`src/fetch_pkg.sv`:
```
package fetch_pkg;

  ////////////////////
  // Word constants

  localparam int INSTR_W = 32;                      // Instruction and memory word width

  localparam logic [5:0] OP_J   = 6'd2;             // Absolute jump
  localparam logic [5:0] OP_JAL = 6'd3;             // Jump and link, same redirect here

  // Erased memory reads as all ones, and fetch stops on it
  localparam logic [INSTR_W-1:0] HALT_WORD = '1;

  ////////////////////
  // Instruction views

  typedef union packed {
    struct packed {
      logic [5:0] opcode;
      logic [4:0] rs;
      logic [4:0] rt;
      logic [4:0] rd;
      logic [4:0] shamt;
      logic [5:0] funct;                            // ALU function select
    } r_fmt;
    struct packed {
      logic [5:0]  opcode;
      logic [4:0]  rs;
      logic [4:0]  rt;
      logic [15:0] imm;                             // Signed immediate
    } i_fmt;
    struct packed {
      logic [5:0]  opcode;
      logic [25:0] target;                          // Word index of the jump destination
    } j_fmt;
  } instr_u;

  // PC update selected by the controller each cycle
  typedef enum logic [1:0] {
    PC_CLEAR,
    PC_HOLD,
    PC_INC,
    PC_JUMP
  } pc_mode_e;

endpackage

```
`src/instr_decoder.sv`:
```
`timescale 1ns/1ps

module instr_decoder (
  input  logic [fetch_pkg::INSTR_W-1:0] i_word,
  output logic [5:0]                    o_opcode,
  output logic [4:0]                    o_rs,
  output logic [4:0]                    o_rt,
  output logic [4:0]                    o_rd,
  output logic [fetch_pkg::INSTR_W-1:0] o_imm,      // Sign extended
  output logic [25:0]                   o_target,
  output logic                          o_is_jump,
  output logic                          o_is_halt
);

  fetch_pkg::instr_u word_u;

  assign word_u = i_word;

  ////////////////////
  // Field split

  // Register fields come from the R view
  assign o_opcode = word_u.r_fmt.opcode;
  assign o_rs     = word_u.r_fmt.rs;
  assign o_rt     = word_u.r_fmt.rt;
  assign o_rd     = word_u.r_fmt.rd;

  assign o_imm = {{(fetch_pkg::INSTR_W - 16){word_u.i_fmt.imm[15]}},
                  word_u.i_fmt.imm};                // I view, upper half copies the sign

  assign o_target = word_u.j_fmt.target;            // J view

  ////////////////////
  // Classification

  assign o_is_jump = (word_u.j_fmt.opcode == fetch_pkg::OP_J) ||
                     (word_u.j_fmt.opcode == fetch_pkg::OP_JAL);

  // Whole-word compare, an opcode of all ones alone is not enough
  assign o_is_halt = (i_word == fetch_pkg::HALT_WORD);

endmodule

```
`config.mk`:
```
export PLATFORM = sky130hd
export DESIGN_NAME = instr_decoder
export DESIGN_NICKNAME = d
export VERILOG_FILES = /design/src/fetch_pkg.sv /design/src/instr_decoder.sv
export SDC_FILE = /design/constraint.sdc
export NUM_CORES = 1
export LEC_CHECK = 0
export ABC_AREA = 1
export BUFFER_PORTS_ARGS = -buffer_cell sky130_fd_sc_hd__buf_2
export CORE_MARGIN = 2
export CORE_UTILIZATION = 28
export DETAILED_ROUTE_END_ITERATION = 7
export PLACE_DENSITY = 0.89
export SYNTH_ARGS = -nofsm -noshare
export SYNTH_HDL_FRONTEND = slang
export SYNTH_SLANG_ARGS = --single-unit
```
`constraint.sdc`:
```
create_clock -name vclk -period 0.8
set_input_delay 0.08 -clock vclk [all_inputs]
set_output_delay 0.08 -clock vclk [all_outputs]
set_load 0.01 [all_outputs]
```
==> Word level (Yosys, flattened, before mapping) <==
Cells that the tools add are included.
{ "op_classes": {"eq_ne": 3, "n_reduce_logical": 1} }
{ "op_table": {"columns": ["operator", "n"], "rows": [
  ["equality test 32 bit, second input constant", 1],
  ["equality test 6 x 2 -> 1 bit, second input constant", 2],
  ["logical OR 1 bit", 1]
]} }
{ "totals": {"out_inout_bits": 81, "in_bits": 32, "ff_bits": 0, "elab_cells": 4} }

==> Longest topological paths before layout <==
{ "depth": {"depth_word": 2, "depth_mapped": 6, "mapped_depth_nobuf": 6} }

==> Least setup slack after synthesis <==
No wires, ideal clock.
{ "synth_timing": {"path_type": "input -> output", "start": "in i_word[19] in the netlist's numbering", "end": "out o_is_halt", "t_arrival_ns": 0.511, "setup_slack_ns": 0.209, "cell_stages": 6, "path_cell_list": "nand2_1 > inv_1 > nand2_1 > nor2_2 > nand2_1 > nor2_1"} }
{ "synth_between": {"elab_chain_len": 1} }
{ "synth_rtl": {"columns": ["element", "line", "source"], "rows": [
  ["from (decl)", "instr_decoder.sv:4", "input logic [fetch_pkg::INSTR_W-1:0] i_word,"],
  ["equality test 32 bit", "instr_decoder.sv:40", "assign o_is_halt = (i_word == fetch_pkg::HALT_WORD);"],
  ["to (decl)", "instr_decoder.sv:12", "output logic o_is_halt"]
]} }
No other way between the ends.

==> Final worst setup path <==
{ "layout_timing": {"start": "in i_word[14] in the netlist's numbering", "end": "out o_is_halt"} }
The elaborated chain is that of the path after synthesis.

==> flow_summary.json <==
{
  "status": "finished clean",
  "viasPerCell": 3.63,
  "post-place-ws_ns": 0.00129,
  "drc": 0,
  "routed_wl_um": 1640,
  "detail-route-antenna-nets": 0,
  "worst_pin_slew_ns": 0.186,
  "max_stage_delay_ns": 0.13,
  "drt_iter0_markers": 7,
  "nets": 188,
  "grt_pass1_wl_um": 2270,
  "portBuffers": 113,
  "n_antenna_cell": 0,
  "seq_cell_count": 0,
  "critical_path.cell_chain": "buf_4 -> nand4_1 -> nor2_2 -> nand2_1 -> nor2_1 -> buf_2",
  "cp-start-kind": "primary input",
  "syn_avg_cell_area_sq_um": 6.50,
  "period_needed_ns": 0.742,
  "drive_gt1_share_pct": 83.8,
  "core_area_sq_um": 2480,
  "antenna_found_initial": 0,
  "gp_congestion": 0.678,
  "synthCells": 113,
  "synth_nets": 145,
  "holdCritPathClass": "primary input to primary output",
  "dp.cells": 183,
  "num_io_pins": 113,
  "dp_hpwl_um": 1410,
  "rows": 18,
  "path_delay_family": "simple AND/OR/NAND/NOR gates",
  "die_h_um": 55.2,
  "arrival_ns": 0.66,
  "total_power_uw": 544,
  "start_util_pct": 29.6,
  "ys_types": 8,
  "hold_start": "i_word[26]",
  "grt_pass1_vias": 540,
  "ys.warnings.count": 0,
  "grt_usage_pct": 8.23,
  "critPathMaxFanout": 4,
  "finalNonFillerCells": 184,
  "slew_headroom_pct": 87.5,
  "ys_seq_area_share_pct": 0,
  "vias": 667,
  "firstDrtPassIters": 2,
  "grt_setup_unrepaired": "yes",
  "setup_viol": 0,
  "worstHoldEndpoint": "o_opcode[0]",
  "finalCritPeriodShare_pct": 92.8,
  "fin_ws_ns": 0.0579,
  "ir_worst_vdd_uv": 264,
  "cp.required_ns": 0.72,
  "max_cap_violations": 0,
  "die_w_um": 55.2,
  "crit_buf_inv": 2,
  "power.density_nw_per_um2": 593,
  "finalCoreUtilization_pct": 37.1,
  "seq_area_sq_um": 0,
  "crit_path_end_kind": "primary output",
  "hold_violations": 0,
  "p_leak_nw": 0.608,
  "hold_ws_ns": 0.342,
  "critPathKind": "primary input to primary output",
  "routedWlPerCell_um": 8.90,
  "grt-ovfl-total": 0,
  "clockBufferCount": 0,
  "grt_start_max_net_pins": 20,
  "area_delta_synth_final_pct": 25.0,
  "hold_buffers": 0,
  "min_path_cells": 2,
  "synth_area_sq_um": 734,
  "crit_slowest_cell": "nor2_2",
  "fmax_mhz": 1350,
  "slew_violations": 0,
  "die_area_sq_um": 3050
}
-- final cells by class --
cell class         count  area [sq um]
repair buffers       120           724
inverters              8          30.0
well taps             30          37.5
fillers              274          1560
multi-input cells     26           126
-- routing by layer --
metal	track usage [%]	vias up	part of all wire [%]
li1	-	344	-
met1	10.0	272	34
met2	16.5	51	54
met3	0.468	0	12
met4	0	0	0
met5	0	-	0
-- synthesized netlist by cell type, drive strengths merged --
| cell type | n | share of area [%] |
|---|---|---|
| buf | 79 | 81 |
| nand2 | 15 | 7.7 |
| inv | 8 | 4.1 |
| nor2 | 6 | 3.4 |
| nand4 | 4 | 3.4 |
| nor3 | 1 | 0.68 |
-- logic make-up (layout without fill, tap and decap cells) --
group / Yosys count / count (layout) / share of synthesized area [%]
buffers and inverters: 87 / 128 / 84.8
AND/OR/NAND/NOR: 26 / 26 / 15.2
-- where the power goes --
group / switching (mW) / internal, mW
Sequential: 0 / 0
Clock: 0 / 0
Combinational: 0.264 / 0.280
Total: 0.264 / 0.280
-- worst max path at each step --
stage	startpoint	end	slack (ns)	depth (start not counted)
after CTS	i_word[14]	o_is_halt	0.004	6
after global routing	i_word[8]	o_is_halt	-0.02	8
after global placement	i_word[29]	o_is_halt	-0.009	8
after detailed placement	i_word[29]	o_is_halt	0.001	8
after floorplan	i_word[19]	o_is_halt	0.21	6
final	i_word[14]	o_is_halt	0.06	6
-- layout by cell type (no fill, tap or decap) --
cell	count
buf_6	15
inv_2	2
nor2_1	5
nand2_2	6
nand2_1	9
nand4_1	4
nor3_1	1
buf_2	93
buf_4	12
inv_1	6
nor2_2	1
-- what timing repair did --
item / CTS / global route
endpoints found under the setup margin: 1 / 1
setup buffers: 0 / 1
pin swaps: 0 / 13
gates resized for setup: 1 / 27
-- per-stage QoR --
stage / setup TNS (ns) / instance area (sq um)
final: 0 / 918
after global placement: -0.00896 / 790
after global routing: -0.0248 / 918
after floorplan: 0 / 734
after detailed placement: 0 / 790
after CTS: 0 / 792
(Power assumes the default switching activity.)
