## config.mk

```make
export PLATFORM = sky130hd
export DESIGN_NAME = pc_unit
export DESIGN_NICKNAME = d
export VERILOG_FILES = /design/src/fetch_pkg.sv /design/src/pc_unit.sv
export SDC_FILE = /design/constraint.sdc
export NUM_CORES = 1
export LEC_CHECK = 0
export ABC_CLOCK_PERIOD_IN_PS = 1700
export CORE_UTILIZATION = 30
export CTS_CLUSTER_DIAMETER = 40
export DETAILED_ROUTE_END_ITERATION = 16
export DONT_BUFFER_PORTS = 1
export PLACE_DENSITY = 0.5
export SYNTH_ARGS = -nofsm -noshare
export SYNTH_HDL_FRONTEND = slang
export SYNTH_SLANG_ARGS = --single-unit
export TNS_END_PERCENT = 10
```

## constraint.sdc

```tcl
create_clock -name i_clk -period 1.7 [get_ports i_clk]
set_input_delay 0.34 -clock i_clk [delete_from_list [all_inputs] [get_ports i_clk]]
set_output_delay 0.34 -clock i_clk [all_outputs]
set_load 0.02 [all_outputs]
```

## src/fetch_pkg.sv

```systemverilog
package fetch_pkg;

  ////////////////////
  // Word constants

  localparam int INSTR_W = 32;                      // Instruction and memory word width

  localparam logic [5:0] OP_J   = 6'd2;             // Absolute jump
  localparam logic [5:0] OP_JAL = 6'd3;             // Jump and link, same redirect here

  // Erased memory reads as all ones, and fetch stops on it
  localparam logic [INSTR_W-1:0] HALT_WORD = '1;

  ////////////////////
  // Instruction views

  typedef union packed {
    struct packed {
      logic [5:0] opcode;
      logic [4:0] rs;
      logic [4:0] rt;
      logic [4:0] rd;
      logic [4:0] shamt;
      logic [5:0] funct;                            // ALU function select
    } r_fmt;
    struct packed {
      logic [5:0]  opcode;
      logic [4:0]  rs;
      logic [4:0]  rt;
      logic [15:0] imm;                             // Signed immediate
    } i_fmt;
    struct packed {
      logic [5:0]  opcode;
      logic [25:0] target;                          // Word index of the jump destination
    } j_fmt;
  } instr_u;

  // PC update selected by the controller each cycle
  typedef enum logic [1:0] {
    PC_CLEAR,
    PC_HOLD,
    PC_INC,
    PC_JUMP
  } pc_mode_e;

endpackage

```

## src/pc_unit.sv

```systemverilog
`timescale 1ns/1ps

module pc_unit #(
  parameter  int RAM_DEPTH = 256,
  localparam int AW        = $clog2(RAM_DEPTH)
) (
  input  logic                i_clk,
  input  logic                i_rsta,
  input  fetch_pkg::pc_mode_e i_mode,
  input  logic [25:0]         i_target,   // Jump field, word index
  output logic [AW-1:0]       o_pc,       // Memory address, load and fetch alike
  output logic [AW-1:0]       o_pc_prev   // Address of the word leaving memory
);

  ////////////////////
  // Address register

  always_ff @(posedge i_clk) begin
    if (i_rsta) begin
      o_pc      <= '0;
      o_pc_prev <= '0;
    end else begin
      case (i_mode)
        fetch_pkg::PC_CLEAR: begin
          o_pc <= '0;
        end
        fetch_pkg::PC_INC: begin
          o_pc      <= o_pc + 1'b1;                 // Wraps at RAM_DEPTH
          o_pc_prev <= o_pc;
        end
        fetch_pkg::PC_JUMP: begin
          o_pc <= i_target[AW-1:0];                 // Upper target bits fall outside memory
        end
        default: begin
          o_pc <= o_pc;                             // Hold
        end
      endcase
    end
  end

endmodule

```

## After elaboration in Yosys (flattened, before gate mapping)

Index checks and enable logic that the tools add are counted.

- Register bits: 16
- Bits of input ports: 30
- Output and inout port bits: 16
- Logic and storage cells: 8

- $add $sub $neg: 1
- Equal/unequal tests: 2
- Mux-type cells: 1
- Reductions and logical operators: 2

Operator list:

| kind | count |
|---|---|
| 8-bit case mux with 3 select lines | 1 |
| 8-bit by 1-bit adder with 8-bit output (second input constant) | 1 |
| 2-bit equality test (second input constant) | 2 |
| 3-bit nonzero test | 1 |
| 2-bit logical NOT | 1 |

## Depth between registers and ports, before layout

- Depth in word-level cells: 2
- Gate-level depth with buffers: 5
- Mapped depth without buffers: 4

## Worst setup path before layout

OpenSTA, ideal clock, no wires.

- Kind: flip-flop to flip-flop
- Start point: register o_pc[0]
- End point: register o_pc[6]
- Library setup time: 0.074 ns
- Arrival time: 1.436 ns
- Required time: 1.626 ns
- Path slack: 0.190 ns
- Cell stages (with the launch flop): 5
- Path buffers: 0
- Period minus slack after synthesis: 1.510 ns
- Cell sequence: dfxtp_1 -> ha_1 -> nand4b_1 -> or4_1 -> a31oi_1

- Longest elaborated chain between the ends: 2

Ends and longest elaborated chain:

| item | line | text |
|---|---|---|
| start: declaration | pc_unit.sv:11 | `output logic [AW-1:0] o_pc,` |
| start signal: assignment | pc_unit.sv:28 | `o_pc <= o_pc + 1'b1;` |
| start signal: assignment | pc_unit.sv:32 | `o_pc <= i_target[AW-1:0];` |
| start signal: assignment | pc_unit.sv:35 | `o_pc <= o_pc;` |
| 8-bit by 1-bit adder with 8-bit output | pc_unit.sv:28 |  |
| 8-bit case mux with 3 select lines | pc_unit.sv:23 | `case (i_mode)` |

No other way between the ends.
A chain may end at the register's enable or synchronous reset.

## Final worst setup path

Ends and elaborated chain as after synthesis.

==> flow_summary.html <==
<table>
<tr><th>Metric</th><th>Value</th></tr>
<tr><th colspan="2">STA</th></tr>
<tr><td>Clock Skews</td><td>0.003856 ns</td></tr>
<tr><td>Final period util</td><td>0.7929</td></tr>
<tr><td>Transition at the pin with the smallest max-transition slack</td><td>0.3639 ns</td></tr>
<tr><td>Total Negative Setup Slacks</td><td>0 ns</td></tr>
<tr><td>Smallest hold slack</td><td>0.1105 ns</td></tr>
<tr><td>Highest clock rate</td><td>741.9 MHz</td></tr>
<tr><td>Count of pins over their slew limit</td><td>0</td></tr>
<tr><td>RSZ-0062 raised after global routing</td><td>false</td></tr>
<tr><td>Number of failing hold endpoints at the final stage</td><td>0</td></tr>
<tr><td>Max_slew headroom</td><td>0.7569</td></tr>
<tr><td>Worst Slack Setup Final</td><td>0.3520 ns</td></tr>
<tr><td>Min Clock Period, post-route</td><td>1.348 ns</td></tr>
<tr><td>Final setup violating endpoints</td><td>0</td></tr>
<tr><th colspan="2">Pwr</th></tr>
<tr><td>Maximum vdd ir drop</td><td>0.6850 mV</td></tr>
<tr><td>Leakage power</td><td>0.3095 nW</td></tr>
<tr><td>Total power of the final layout</td><td>730.7 µW</td></tr>
<tr><td>Total power density per cell area</td><td>822.5 mW/mm²</td></tr>
<tr><th colspan="2">Placed design</th></tr>
<tr><td>Place WS</td><td>0.3589 ns</td></tr>
<tr><td>Total half-perimeter wirelength after legalization and detailed placement</td><td>1.352 mm</td></tr>
<tr><td>Number of cells after detailed placement</td><td>128</td></tr>
<tr><td>I/O Buffers</td><td>0</td></tr>
<tr><td>Standard cell area after detailed placement</td><td>852.1 µm²</td></tr>
<tr><td>Final Wtd Congestion</td><td>0.7151</td></tr>
<tr><th colspan="2">Worst setup path</th></tr>
<tr><td>Worst stage delay on the critical path</td><td>0.48 ns</td></tr>
<tr><td>CP Buf/Inv Count</td><td>0</td></tr>
<tr><td>Setup crit end kind</td><td>register</td></tr>
<tr><td>Cells along the critical path</td><td>ha_1, nand4b_1, or4_1, a31oi_1</td></tr>
<tr><td>CP Class</td><td>register to register</td></tr>
<tr><td>Crit start category</td><td>register</td></tr>
<tr><td>Critical-path cell with the highest stage delay</td><td>sky130_fd_sc_hd__or4_1</td></tr>
<tr><td>Crit path arrival time</td><td>1.57 ns</td></tr>
<tr><td>Gate family responsible for the most delay along the worst path</td><td>simple AND/OR/NAND/NOR gates</td></tr>
<tr><td>CP Max Fanout</td><td>4</td></tr>
<tr><td>WP data required</td><td>1.92 ns</td></tr>
<tr><th colspan="2">Clocking</th></tr>
<tr><td>Num CTS Buffers</td><td>3</td></tr>
<tr><td>Clk Latency, worst-skew pair</td><td>0.28 ns</td></tr>
<tr><td>Hold buffer count at cts</td><td>0</td></tr>
<tr><td>CTS sink cnt</td><td>16</td></tr>
<tr><td>TritonCTS clock tree</td><td>yes</td></tr>
<tr><td>Number of buffers inserted by post-CTS setup repair</td><td>0</td></tr>
<tr><td>Clock transition time at the flip-flop clock pins of the worst setup and hold paths</td><td>0.10 ns</td></tr>
<tr><td>Worst-case clock buffer depth</td><td>2</td></tr>
<tr><td>Count of H-tree levels built during CTS</td><td>1</td></tr>
<tr><td>Clock Root Buffer</td><td>sky130_fd_sc_hd__clkbuf_4</td></tr>
<tr><td>Post-cts sizing count</td><td>0</td></tr>
<tr><th colspan="2">Yosys</th></tr>
<tr><td>Warnings, synthesis</td><td>0</td></tr>
<tr><td>Most instantiated cells after synthesis</td><td>sky130_fd_sc_hd__nand2_1, sky130_fd_sc_hd__dfxtp_1, sky130_fd_sc_hd__a21oi_1, sky130_fd_sc_hd__inv_1</td></tr>
<tr><td>Most instantiated library cell after synthesis</td><td>sky130_fd_sc_hd__nand2_1</td></tr>
<tr><td>Seq/Total Area, Yosys</td><td>0.4076</td></tr>
<tr><td>Cell type with the largest total area after synthesis</td><td>sky130_fd_sc_hd__dfxtp_1</td></tr>
<tr><td>Total of flip-flops plus latches after synthesis</td><td>16</td></tr>
<tr><td>Post-synthesis cell type count</td><td>35</td></tr>
<tr><td>Synth Net Count</td><td>127</td></tr>
<tr><td>Fraction of synthesis flops using an asynchronous set or reset pin</td><td>0</td></tr>
<tr><td>Predominant post-synthesis flop cell</td><td>sky130_fd_sc_hd__dfxtp_1</td></tr>
<tr><td>EDFF count, synth</td><td>0</td></tr>
<tr><td>Number of instances in the synthesized netlist</td><td>96</td></tr>
<tr><td>Synth Area per Inst</td><td>8.185 µm²</td></tr>
<tr><td>Area of the mapped netlist</td><td>785.8 µm²</td></tr>
<tr><td>Portion of synthesized cell area occupied by the leading cell type</td><td>0.4076</td></tr>
<tr><td>Cell types with the largest area share after synthesis</td><td>sky130_fd_sc_hd__dfxtp_1, sky130_fd_sc_hd__nand2_1, sky130_fd_sc_hd__a21oi_1</td></tr>
<tr><th colspan="2">Layout</th></tr>
<tr><td>Post-Layout Inst Area</td><td>888.4 µm²</td></tr>
<tr><td>Share of the core filled with cells in the final layout</td><td>0.3586</td></tr>
<tr><td>Inserted Diodes</td><td>0</td></tr>
<tr><td>Net total in the final layout</td><td>134</td></tr>
<tr><td>Fraction of layout instances using a drive strength above 1</td><td>0.1569</td></tr>
<tr><td>Area overhead of the layout relative to synthesis</td><td>13.06%</td></tr>
<tr><td>Layout Cells excl Fill</td><td>132</td></tr>
<tr><th colspan="2">Job</th></tr>
<tr><td>Max Cap Violations</td><td>0</td></tr>
<tr><th colspan="2">Floorplanning</th></tr>
<tr><td>Initial standard-cell utilization of the core</td><td>0.3172</td></tr>
<tr><td>Total I/O pin count</td><td>46</td></tr>
<tr><td>Full die area</td><td>0.002828 mm²</td></tr>
<tr><td>Core box area</td><td>0.002477 mm²</td></tr>
<tr><td>Die extent in x</td><td>53.18 µm</td></tr>
<tr><td>DIE HEIGHT</td><td>53.18 µm</td></tr>
<tr><td>Core Rows</td><td>18</td></tr>
<tr><th colspan="2">Global route</th></tr>
<tr><td>GRT overflow</td><td>0</td></tr>
<tr><td>Largest net degree at the start of global routing</td><td>21</td></tr>
<tr><td>GRT Total Usage</td><td>0.1503</td></tr>
<tr><td>Antenna violations before repair</td><td>0</td></tr>
<tr><td>Global-route wire length before repair</td><td>3.070 mm</td></tr>
<tr><td>Via count of the first global-routing pass</td><td>653</td></tr>
<tr><th colspan="2">Detailed routing</th></tr>
<tr><td>DRT Pass-1 Iters</td><td>4</td></tr>
<tr><td>Vias per cell</td><td>5.280</td></tr>
<tr><td>Routed vias</td><td>697</td></tr>
<tr><td>Post-route DRC</td><td>0</td></tr>
<tr><td>Routed WL per cell</td><td>13.89 µm</td></tr>
<tr><td>Routed wire length</td><td>1.833 mm</td></tr>
<tr><td>Number of nets with antenna violations after routing</td><td>0</td></tr>
<tr><td>Detailed Route Iter0 Violations</td><td>6</td></tr>
<tr><th colspan="2">Outcome</th></tr>
<tr><td>Result of the run</td><td>completed</td></tr>
<tr><th colspan="2">Hold path</th></tr>
<tr><td>Hold Crit Class</td><td>primary input to register</td></tr>
</table>
==> cell usage in the layout (no fill, tap or decap) <==
master and n:
sky130_fd_sc_hd__nor2_1 2, sky130_fd_sc_hd__and3_1 1, sky130_fd_sc_hd__dfxtp_1 16, sky130_fd_sc_hd__o31a_2 1
sky130_fd_sc_hd__buf_4 9, sky130_fd_sc_hd__nand2_1 20, sky130_fd_sc_hd__a211o_1 1, sky130_fd_sc_hd__nand2b_1 2
sky130_fd_sc_hd__inv_1 4, sky130_fd_sc_hd__and2_1 1, sky130_fd_sc_hd__o21ai_0 2, sky130_fd_sc_hd__nand4_1 1
sky130_fd_sc_hd__nor3b_1 2, sky130_fd_sc_hd__clkbuf_4 3, sky130_fd_sc_hd__nand4b_1 1, sky130_fd_sc_hd__o32ai_1 2
sky130_fd_sc_hd__a31oi_1 3, sky130_fd_sc_hd__clkbuf_8 1, sky130_fd_sc_hd__o22ai_1 1, sky130_fd_sc_hd__a21oi_1 12
sky130_fd_sc_hd__xor2_1 1, sky130_fd_sc_hd__o311ai_0 2, sky130_fd_sc_hd__mux2_2 1, sky130_fd_sc_hd__a22oi_1 1
sky130_fd_sc_hd__nand3_1 2, sky130_fd_sc_hd__a2bb2oi_1 1, sky130_fd_sc_hd__ha_1 1, sky130_fd_sc_hd__nand3_2 1
sky130_fd_sc_hd__or4b_1 1, sky130_fd_sc_hd__o211ai_1 2, sky130_fd_sc_hd__or4_1 1, sky130_fd_sc_hd__nor2b_1 2
sky130_fd_sc_hd__o41a_1 1
==> path summary, 6_finish.rpt <==
check             slack, ns  cells after the start      endpoint    start
setup reg to reg       0.35                      4       o_pc[6]  o_pc[0]
hold reg to reg        0.52                      2  o_pc_prev[3]  o_pc[3]
setup / recovery       0.35                      4       o_pc[6]  o_pc[0]
hold / removal         0.11                      1  o_pc_prev[3]   i_rsta
==> logic make-up (layout without fill, tap and decap cells) <==
group,Yosys count,after routing,share of synthesized area
AOI/OAI and AO/OA,29,29,0.2437
adders and majority gates,1,1,0.01592
buffers and inverters,11,17,0.06846
and+or+nand+nor,37,37,0.2389
xor gates and xnor gates,1,1,0.01115
DFF,16,16,0.4076
muxes,1,1,0.01433
==> layout make-up <==
| class | instances | area [µm²] |
|---|---|---|
| flip-flops and latches | 16 | 320.3 |
| inverters | 4 | 15.01 |
| well taps | 30 | 37.54 |
| clock buffers | 4 | 36.28 |
| multi-input cells | 69 | 411.6 |
| fillers | 283 | 1589 |
| repair buffers | 9 | 67.56 |
==> sequential cells by signal (all words and copies together) (netlist names) <==
register / count
o_pc: 8
o_pc_prev: 8
==> power breakdown <==
group          internal, mW  leakage [nW]  switching (mW)
Clock                 0.130        0.0210           0.120
Sequential            0.387         0.130          0.0152
Combinational        0.0353         0.159          0.0431
==> routing by layer <==
metal,part of all wire,GRT usage,vias to the layer above
li1,-,-,354
met1,0.45,0.1812,324
met2,0.49,0.2511,19
met3,0.058,0.06034,0
met4,0,0.02632,0
met5,0,0,-
No activity file was read; power rests on OpenSTA's default activity.
