--- src/fetch_pkg.sv ---
package fetch_pkg;

  ////////////////////
  // Word constants

  localparam int INSTR_W = 32;                      // Instruction and memory word width

  localparam logic [5:0] OP_J   = 6'd2;             // Absolute jump
  localparam logic [5:0] OP_JAL = 6'd3;             // Jump and link, same redirect here

  // Erased memory reads as all ones, and fetch stops on it
  localparam logic [INSTR_W-1:0] HALT_WORD = '1;

  ////////////////////
  // Instruction views

  typedef union packed {
    struct packed {
      logic [5:0] opcode;
      logic [4:0] rs;
      logic [4:0] rt;
      logic [4:0] rd;
      logic [4:0] shamt;
      logic [5:0] funct;                            // ALU function select
    } r_fmt;
    struct packed {
      logic [5:0]  opcode;
      logic [4:0]  rs;
      logic [4:0]  rt;
      logic [15:0] imm;                             // Signed immediate
    } i_fmt;
    struct packed {
      logic [5:0]  opcode;
      logic [25:0] target;                          // Word index of the jump destination
    } j_fmt;
  } instr_u;

  // PC update selected by the controller each cycle
  typedef enum logic [1:0] {
    PC_CLEAR,
    PC_HOLD,
    PC_INC,
    PC_JUMP
  } pc_mode_e;

endpackage

--- src/fetch_ctrl.sv ---
`timescale 1ns/1ps

module fetch_ctrl #(
  parameter int RAM_DEPTH = 256
) (
  input  logic                i_clk,
  input  logic                i_rsta,
  input  logic                i_soft_reset,   // Erase request, any state
  input  logic                i_load_strobe,  // One word to store
  input  logic                i_run,          // Fetch enable level
  input  logic                i_erase_done,
  input  logic                i_is_jump,      // Decoded from memory output
  input  logic                i_is_halt,
  output logic                o_mem_ena,
  output logic                o_mem_wea,
  output logic                o_start_erase,
  output fetch_pkg::pc_mode_e o_pc_mode,
  output logic                o_busy,
  output logic                o_instr_valid,
  output logic                o_halted
);

  localparam logic [1:0] ST_IDLE  = 2'd0;
  localparam logic [1:0] ST_ERASE = 2'd1;
  localparam logic [1:0] ST_RUN   = 2'd2;
  localparam logic [1:0] ST_HALT  = 2'd3;

  // Erase guard, far beyond the longest legal erase
  localparam int WD_W = $clog2(RAM_DEPTH) + 2;

  logic [1:0]      state;
  logic [1:0]      state_nxt;
  logic            rd_pend;                         // Memory output holds a fresh read
  logic            rd_pend_nxt;
  logic            discard;                         // Word behind a jump, drop it
  logic            discard_nxt;
  logic [WD_W-1:0] erase_wd;
  logic            erase_stuck;
  logic            word_live;

  assign word_live   = rd_pend && !discard;
  assign erase_stuck = (erase_wd == '1);

  assign o_start_erase = i_soft_reset;              // Memory restarts on the same edge
  assign o_busy        = (state == ST_ERASE);
  assign o_halted      = (state == ST_HALT);
  assign o_instr_valid = (state == ST_RUN) && i_run && word_live && !i_is_halt;

  ////////////////////
  // Next state and port control

  always_comb begin
    state_nxt   = state;
    rd_pend_nxt = rd_pend;
    discard_nxt = discard;
    o_mem_ena   = 1'b0;
    o_mem_wea   = 1'b0;
    o_pc_mode   = fetch_pkg::PC_HOLD;               // i_run low lands here too
    if (i_soft_reset) begin
      state_nxt   = ST_ERASE;
      rd_pend_nxt = 1'b0;
      discard_nxt = 1'b0;
      o_pc_mode   = fetch_pkg::PC_CLEAR;
    end else begin
      case (state)
        ST_IDLE, ST_HALT: begin
          if (i_load_strobe) begin
            o_mem_ena = 1'b1;                       // Store at PC, then step
            o_mem_wea = 1'b1;
            o_pc_mode = fetch_pkg::PC_INC;
            state_nxt = ST_IDLE;                    // Loading also leaves halt
          end else if (state == ST_IDLE && i_run) begin
            state_nxt = ST_RUN;
          end
        end
        ST_ERASE: begin
          if (i_erase_done || erase_stuck) begin
            state_nxt = ST_IDLE;
          end
        end
        ST_RUN: begin
          if (i_run) begin
            rd_pend_nxt = 1'b1;
            discard_nxt = 1'b0;
            if (word_live && i_is_halt) begin
              state_nxt   = ST_HALT;                // No read, PC stays put
              rd_pend_nxt = 1'b0;
            end else if (word_live && i_is_jump) begin
              o_mem_ena   = 1'b1;                   // This read is thrown away
              o_pc_mode   = fetch_pkg::PC_JUMP;
              discard_nxt = 1'b1;
            end else begin
              o_mem_ena = 1'b1;
              o_pc_mode = fetch_pkg::PC_INC;
            end
          end
        end
      endcase
    end
  end

  ////////////////////
  // State registers

  always_ff @(posedge i_clk) begin
    if (i_rsta) begin
      state    <= ST_IDLE;
      rd_pend  <= 1'b0;
      discard  <= 1'b0;
      erase_wd <= '0;
    end else begin
      state   <= state_nxt;
      rd_pend <= rd_pend_nxt;
      discard <= discard_nxt;
      if (state == ST_ERASE && !i_soft_reset) begin
        erase_wd <= erase_wd + 1'b1;                // Counts erase cycles
      end else begin
        erase_wd <= '0;
      end
    end
  end

endmodule

--- config.mk ---
export PLATFORM = sky130hd
export DESIGN_NAME = fetch_ctrl
export DESIGN_NICKNAME = d
export VERILOG_FILES = /design/src/fetch_pkg.sv /design/src/fetch_ctrl.sv
export SDC_FILE = /design/constraint.sdc
export NUM_CORES = 1
export LEC_CHECK = 0
export ABC_AREA = 0
export BUFFER_PORTS_ARGS = -buffer_cell sky130_fd_sc_hd__buf_2
export CORE_UTILIZATION = 55
export CTS_CLUSTER_SIZE = 30
export DETAILED_ROUTE_END_ITERATION = 10
export MAX_ROUTING_LAYER = met4
export PLACE_DENSITY_LB_ADDON = 0.3
export SLEW_MARGIN = 20
export SYNTH_ARGS = -nofsm -noshare
export SYNTH_HDL_FRONTEND = slang
export SYNTH_SLANG_ARGS = --single-unit
export TNS_END_PERCENT = 20
--- constraint.sdc ---
create_clock -name i_clk -period 4.4 [get_ports i_clk]
set_input_delay 0.66 -clock i_clk [delete_from_list [all_inputs] [get_ports i_clk]]
set_output_delay 0.66 -clock i_clk [all_outputs]
set_load 0.1 [all_outputs]
* Yosys cells after proc, flatten, opt, wreduce, memory -nomap -nowiden *
Cells that the tools add are included.

word-level totals
  bits in registers = 14
  word-level logic and storage cells = 60

operators by class
  add/subtract/negate cells = 1
  equality and inequality tests = 12
  multiplexer cells = 22
  bitwise logic cells = 1
  reductions and logical operators = 19

operator list
  cell                                                   number
  two-way mux 2 bit                                      9
  adder 10 x 1 -> 10 bit, second input constant          1
  == test 10 bit, second input constant                  1
  two-way mux 1 bit                                      10
  logical AND 1 bit                                      8
  AND reduction 4 bit                                    2
  inequality test 3 x 2 -> 1 bit, second input constant  2
  inequality test 3 bit, second input constant           2
  case mux 2 bit (3 select lines)                        1
  OR reduction 2 bit                                     3
  == test 2 bit, second input constant                   2
  inequality test 2 x 1 -> 1 bit, second input constant  2
  inequality test 4 bit, second input constant           1
  case mux 2 bit (2 select lines)                        1
  zero test 1 bit                                        3
  == test 2 x 1 -> 1 bit, second input constant          1
  zero test 2 bit                                        1
  inequality test 2 bit, second input constant           1
  case mux 1 bit (2 select lines)                        1
  AND reduction 2 bit                                    1
  logical OR 1 bit                                       1
  inverter 1 bit                                         1

* Logic depth before layout (Yosys ltp) *
Gate-level depths: netlist of run 1.

  word-level depth = 8
  gate-level depth with buffers = 6
  gate-level depth less buffers = 6

* Worst setup path before layout of run 1 *
No wires, ideal clock.

  kind = register -> output
  start = register state[1]
  end = output port o_pc_mode[1]
  data arrival time = 3,824 ps
  data required time = 3,740 ps
  setup slack = -84 ps
  stages on the path, launching flop included = 5
  buffers on the path = 1
  cells stage by stage = dfxtp_1 inv_1 ha_1 nor3_1 buf_4

between the ends
  cells in the longest elaborated chain, start to end = 4
  elaborated cells between the ends (all ways) = 6

ends and longest elaborated chain
  element                                                  RTL line           RTL
  from (decl)                                              fetch_ctrl.sv:31   logic [1:0] state;
  from (signal assigned)                                   fetch_ctrl.sv:112  state <= state_nxt;
  == test 2 bit / zero test 2 bit (equally long branches)  fetch_ctrl.sv:65   case (state)
  OR reduction 2 bit                                       fetch_ctrl.sv:65
  case mux 2 bit (2 select lines) (*)                      fetch_ctrl.sv:65
  two-way mux 2 bit (*)                                    fetch_ctrl.sv:59   if (i_soft_reset) begin
  to (decl)                                                fetch_ctrl.sv:17   output fetch_pkg::pc_mode_e o_pc_mode,

Mark *: on every way between the ends. The rest lies on a longest branch, timed or not.

* Final worst setup path of run 1 *
  start = register state[0]
  end = output port o_mem_ena

between the ends
  cells in the longest elaborated chain, start to end = 4
  elaborated cells between the ends (all ways) = 6

ends and longest elaborated chain
  element                                                  RTL line          RTL
  == test 2 bit / zero test 2 bit (equally long branches)  fetch_ctrl.sv:65
  OR reduction 2 bit                                       fetch_ctrl.sv:65
  case mux 1 bit (2 select lines) (*)                      fetch_ctrl.sv:65
  two-way mux 1 bit (*)                                    fetch_ctrl.sv:59
  to (decl)                                                fetch_ctrl.sv:14  output logic o_mem_ena,

Marks and branches as above.

==> results of run 1 <==
==> kinds of logic after synthesis <==
logic type / synth area share (%)
and+or+nand+nor: 30.2
buffers and inverters: 4.40
muxes: 1.31
adders and majority gates: 8.16
AOI/OAI and AO/OA: 10.3
xor gates and xnor gates: 9.14
DFF: 36.5
==> through the flow <==
step	hold slack [ns]	power (mW)
after floorplan	0.413	0.187
after global placement	0.428	0.197
after detailed placement	0.442	0.198
after CTS	0.454	0.269
after global routing	0.463	0.278
final	0.462	0.268
==> path summary, 6_finish.rpt <==
kind | to | cells after the start | slack, ns
max | o_mem_ena | 6 | 1.70
min | erase_wd[0]$_SDFF_PP0_ | 1 | 0.46
max reg2reg | state[0]$_SDFFE_PP0P_ | 5 | 2.70
min reg2reg | erase_wd[0]$_SDFF_PP0_ | 1 | 0.46
==> cell usage after synthesis <==
cell	count
and3_2	1
inv_1	5
and2_1	1
nor2_1	15
nand2_1	8
nor3_1	4
nand4_1	3
nor4_1	2
nand3_1	1
a211oi_1	2
a22oi_1	1
o21a_1	1
a21oi_1	2
xor2_1	5
ha_1	5
nand3_2	1
nand3b_1	2
o311a_1	1
o21ai_0	1
dfxtp_1	14
and3_1	2
buf_4	2
nor2b_1	2
nand2b_1	4
xnor2_1	3
o31a_1	2
mux2i_1	1
a31oi_1	1
==> sequential cells by signal, summed over array words and instances, names as in the netlist <==
name and count:
rd_pend 1, discard 1, erase_wd 10, state 2
==> routing by layer <==
metal  part of all wire, %  vias to the layer above
li1                      -                      349
met1                    52                      303
met2                    44                       11
met3                   3.2                        2
met4                  0.68                        0
met5                     0                        -
==> cell type report <==
| type | instances | area share, % |
|---|---|---|
| Clock buffer | 3 | 2.58 |
| Inverter | 5 | 2.15 |
| Multi-Input combinational cell | 71 | 52.4 |
| Sequential cell | 14 | 32.1 |
| Tap cell | 15 | 2.15 |
| Timing Repair Buffer | 15 | 8.60 |
==> where the power goes <==
part           total [mW]  switching (mW)  internal [mW]
combinational      0.0656          0.0503         0.0153
sequential          0.130         0.00174          0.128
clock              0.0719          0.0402         0.0317
total               0.268          0.0923          0.175
==> run_results.csv, run 1 <==
group,metric,value,unit
setup_path,r2r_start,"erase_wd[0]$_SDFF_PP0_",
clocking,post_cts_buffers,0,
setup_path,critical_path.slowest_cell,"buf_2",
global_route,gr-usage-met2,32.9,%
timing,slew_violations,0,
clocking,cts_buffers,3,
timing,fin_crit_sh,61.3,%
synthesis,syn_area,767,sq um
setup_path,cp_top_family,"buffers and inverters",
finish,layout-drive-gt1-share,19.4,%
timing,timing.final.ws_setup,1.70,ns
routing,avgViaCountPerCell,5.41,
timing,period_needed,2.70,ns
finish,fin_util,67.1,%
worst_hold_path,min_path_type,"register to register",
floorplan,die_x,39.3,um
finish,final_cell_mix,"nor2_1, buf_2, dfxtp_1",
routing,drt_first_pass_iters,4,
placement,dpl.cell_count,120,
finish,design_area,873,sq um
routing,initialDrtViolationCount,10,
timing,rsz0062_at_grt,"false",
timing,setup-tns-final,0,ns
run_status,outcome,"finished, final reports clean",
clocking,insertion_delay,0.27,ns
setup_path,crit_start,"state[0]$_SDFFE_PP0P_",
floorplan,boundaryPins,16,
setup_path,startpoint_type,"register",
synthesis,syn_nets,105,
timing,tightest_slew,0.484,ns
timing,timing.fmax,371,MHz
finish,regArea,280,sq um
pwr,power_leakage,0.358,nW
finish,n_antenna_cell,0,
floorplan,die_y,39.3,um
routing,drt-wirelength-per-cell,12.0,um
global_route,grt_use_total,22.5,%
setup_path,path_class,"register to output port",
flow_run,cap_viol_max_count,0,
synthesis,netlist.top_cell.by_area,"dfxtp_1",
setup_path,cp.arrival,2.04,ns
global_route,grt_pass1_wl,2.28,mm
clocking,cts_root_buffer,"clkbuf_4",
setup_path,path_cells,"inv_1, ha_1, nor2b_1, a31oi_1, nor3_2, buf_2",
routing,vias,665,
finish,multi_input_comb_area,458,sq um
global_route,grt_use_met1,30.4,%
global_route,top_usage_layer,"met2",
floorplan,die-area,1550,sq um
routing,totalWireLength,1.48,mm
placement,place.detailed.hpwl,1.13,mm
global_route,grt_max_degree,10,
global_route,antenna_found_initial,0,
global_route,grt-ovfl-total,0,
synthesis,synth_cell_types,28,
clocking,cts_tree,"yes",
clocking,htreeDepth,1,
floorplan,row_count,13,
finish,fin_cells,123,
placement,placed_area,851,sq um
setup_path,slowest_delay,0.45,ns
placement,post-place-ws,2.05,ns
synthesis,synth_seq_cells,14,
setup_path,cp.required,3.74,ns
floorplan,start_util,58.9,%
synthesis,netlist.area_leader.share,36.5,%
timing,setup_viol,0,
timing,max_slew_margin,68.0,%
synthesis,yosysWarnings,0,
floorplan,coreArea,1300,sq um
timing,finClkSkew,0.00776,ns
placement,place_congestion,0.848,
synthesis,ys_seq_area_share,36.5,%
synthesis,synth_area_leaders,"dfxtp_1, ha_1, nor2_1",
timing,hold_violations,0,
finish,area_delta_synth_final,13.9,%
finish,nets,123,
routing,ant_nets,0,
pwr,ir_drop,250,uV
routing,drc,0,
worst_hold_path,min-delay-start,"erase_wd[0]$_SDFF_PP0_",
clocking,clockBufferDepth,2,
clocking,clk_pin_slew,0.09,ns
clocking,cts_hold_buf,0,
pwr,power_density,306,nW/um^2
placement,portBuffers,15,
finish,n_fill_cell,108,
clocking,cts.sinks,14,
global_route,grtUsageMet3,6.82,%
setup_path,end_kind,"output port",
setup_path,crit_fanout,4,
clocking,cts_resized,0,
synthesis,syn_avg_cell_area,8.34,sq um
setup_path,crit_buf_inv,2,
global_route,first_global_vias,547,
synthesis,syn_inst,92,
Power figures use the tool's default switching activity.
==> inputs of run 2 (changes only) <==
- CORE_ASPECT_RATIO: default -> 0.8
- CORE_UTILIZATION: 55 -> 46
- clock period: 4.4 -> 2.26 ns (I/O delays scaled with it)
==> run 2 against run 1 <==
Compared with the run above:
- die area is 19% higher
- clock skew is 0.0036 ns lower
- routed wire length is 0.34% lower
- clock-buffer cell count is 1 higher
- final area increased by 6.0%
- first-iteration DRC count grew 70%
- largest power group unchanged
- cell count grew 5.7%
- sequential power is 95% higher
- core utilization decreased by 4.2 points
==> run_results.csv, run 2 (synthesis gave the netlist of run 1 again) <==
group,metric,value,unit
setup_path,crit_fanout,4,
timing,setup-tns-final,0,ns
clocking,cts_root_buffer,"clkbuf_4",
clocking,cts_tree,"yes",
global_route,grt_pass1_wl,2.64,mm
clocking,insertion_delay,0.28,ns
clocking,cts_hold_buf,0,
pwr,power_density,609,nW/um^2
routing,drt_first_pass_iters,4,
worst_hold_path,min_path_type,"input port to register",
global_route,grt_max_degree,10,
finish,area_delta_synth_final,20.7,%
placement,place.detailed.hpwl,1.15,mm
flow_run,cap_viol_max_count,0,
setup_path,ff2ff_path_depth,5,
routing,initialDrtViolationCount,17,
timing,hold_violations,0,
setup_path,slowest_delay,0.40,ns
routing,avgViaCountPerCell,5.21,
placement,place_congestion,0.846,
finish,top_register,"erase_wd",
floorplan,boundaryPins,16,
setup_path,cp.arrival,1.84,ns
routing,drt-wirelength-per-cell,11.3,um
setup_path,path_class,"register to output port",
placement,placed_area,877,sq um
setup_path,end_kind,"output port",
setup_path,critical_path.slowest_cell,"dfxtp_1",
clocking,clockBufferDepth,2,
setup_path,path_cells,"inv_1, ha_1, nor2b_1, a31oi_1, nor3_4, clkbuf_4",
setup_path,cp.required,1.92,ns
timing,rsz0062_at_grt,"true",
routing,drc,0,
global_route,grt-ovfl-total,0,
finish,final_cell_mix,"nor2_1, dfxtp_1, buf_2",
routing,ant_nets,0,
timing,setup_viol,0,
placement,dpl.cell_count,126,
timing,period_needed,2.18,ns
placement,portBuffers,15,
clocking,cts.sinks,14,
setup_path,startpoint_type,"register",
run_status,outcome,"finished, final reports clean",
floorplan,row_count,12,
clocking,htreeDepth,1,
timing,finClkSkew,0.00411,ns
floorplan,die-area,1840,sq um
timing,tightest_slew,0.491,ns
global_route,first_global_vias,605,
finish,nets,123,
floorplan,die_x,47.7,um
timing,max_slew_margin,67.5,%
floorplan,die_y,38.5,um
finish,largest_register_ff_count,10,
timing,slew_violations,0,
finish,fin_util,62.9,%
finish,fin_cells,130,
finish,layout-drive-gt1-share,23.9,%
timing,timing.fmax,458,MHz
worst_hold_path,holdPathStages,2,
pwr,power_leakage,0.364,nW
floorplan,start_util,52.1,%
routing,vias,677,
clocking,clk_pin_slew,0.08,ns
pwr,ir_drop,392,uV
clocking,cts_buffers,3,
finish,reg_top3,"erase_wd (10), state (2)",
finish,design_area,926,sq um
global_route,grt_use_total,21.2,%
floorplan,coreArea,1470,sq um
global_route,antenna_found_initial,0,
timing,fin_crit_sh,96.6,%
finish,n_antenna_cell,0,
routing,totalWireLength,1.47,mm
setup_path,reg2reg_slack,0.46,ns
## run 2: cell count changes in the layout (fill, tap and decap cells not counted), sizes merged
cell and delta:
clkbuf +6, buf -5
## run 2: per-layer routing
layer | share of wire (%) | vias to the layer above | wire, um | global-route usage, %
met3 | 5.2 | 3 | 77 | 7.08
li1 | - | 352 | - | -
met1 | 49 | 306 | 729 | 28.9
met4 | 0.68 | 0 | 10 | 2.08
met5 | 0 | - | 0 | -
met2 | 44 | 16 | 655 | 31.5
## run 2: what timing repair did
action,in CTS,in global routing
endpoints found under the hold margin,0,0
endpoints found under the setup margin,2,5
buffers inserted,0,0
resized for setup,0,5
## run 2: area by class of cell
type	count	area, sq um
fill	133	546
multi-input combinational	71	477
sequential	14	280
timing repair buffer	15	87.6
clock buffer	4	36.3
tap	21	26.3
inverter	5	18.8
## run 2: where the power goes
part           total (mW)  internal (mW)  leakage [nW]  switching, mW
logic               0.134         0.0340         0.230          0.100
registers           0.253          0.250         0.113        0.00353
clock network       0.176         0.0982        0.0210         0.0779
total               0.564          0.382         0.364          0.181
## run 2: path summary, 6_finish.rpt
kind / startpoint / endpoint
hold reg to reg: erase_wd[0]$_SDFF_PP0_ / erase_wd[0]$_SDFF_PP0_
setup reg to reg: erase_wd[0]$_SDFF_PP0_ / state[0]$_SDFFE_PP0P_
setup / recovery: state[0]$_SDFFE_PP0P_ / o_pc_mode[1]
hold / removal: i_rsta / discard$_SDFFE_PP0N_
## run 2: per-stage QoR
stage / total power, mW / setup WS [ns] / hold WS, ns
2_1_floorplan: 0.367 / -0.245 / 0.413
5_1_grt: 0.595 / -0.0878 / 0.266
6_report: 0.564 / 0.0764 / 0.263
4_1_cts: 0.567 / -0.0273 / 0.256
3_5_place_dp: 0.390 / 0.299 / 0.461
3_3_place_gp: 0.388 / 0.362 / 0.431
## run 2: critical path, delay by kind of cell (launching register included)
family / cells / cell delay, ns
AOI/OAI and AO/OA: 1 / 0.09
and+or+nand+nor: 2 / 0.32
adders and majority gates: 1 / 0.33
DFF: 1 / 0.40
buffers and inverters: 2 / 0.43
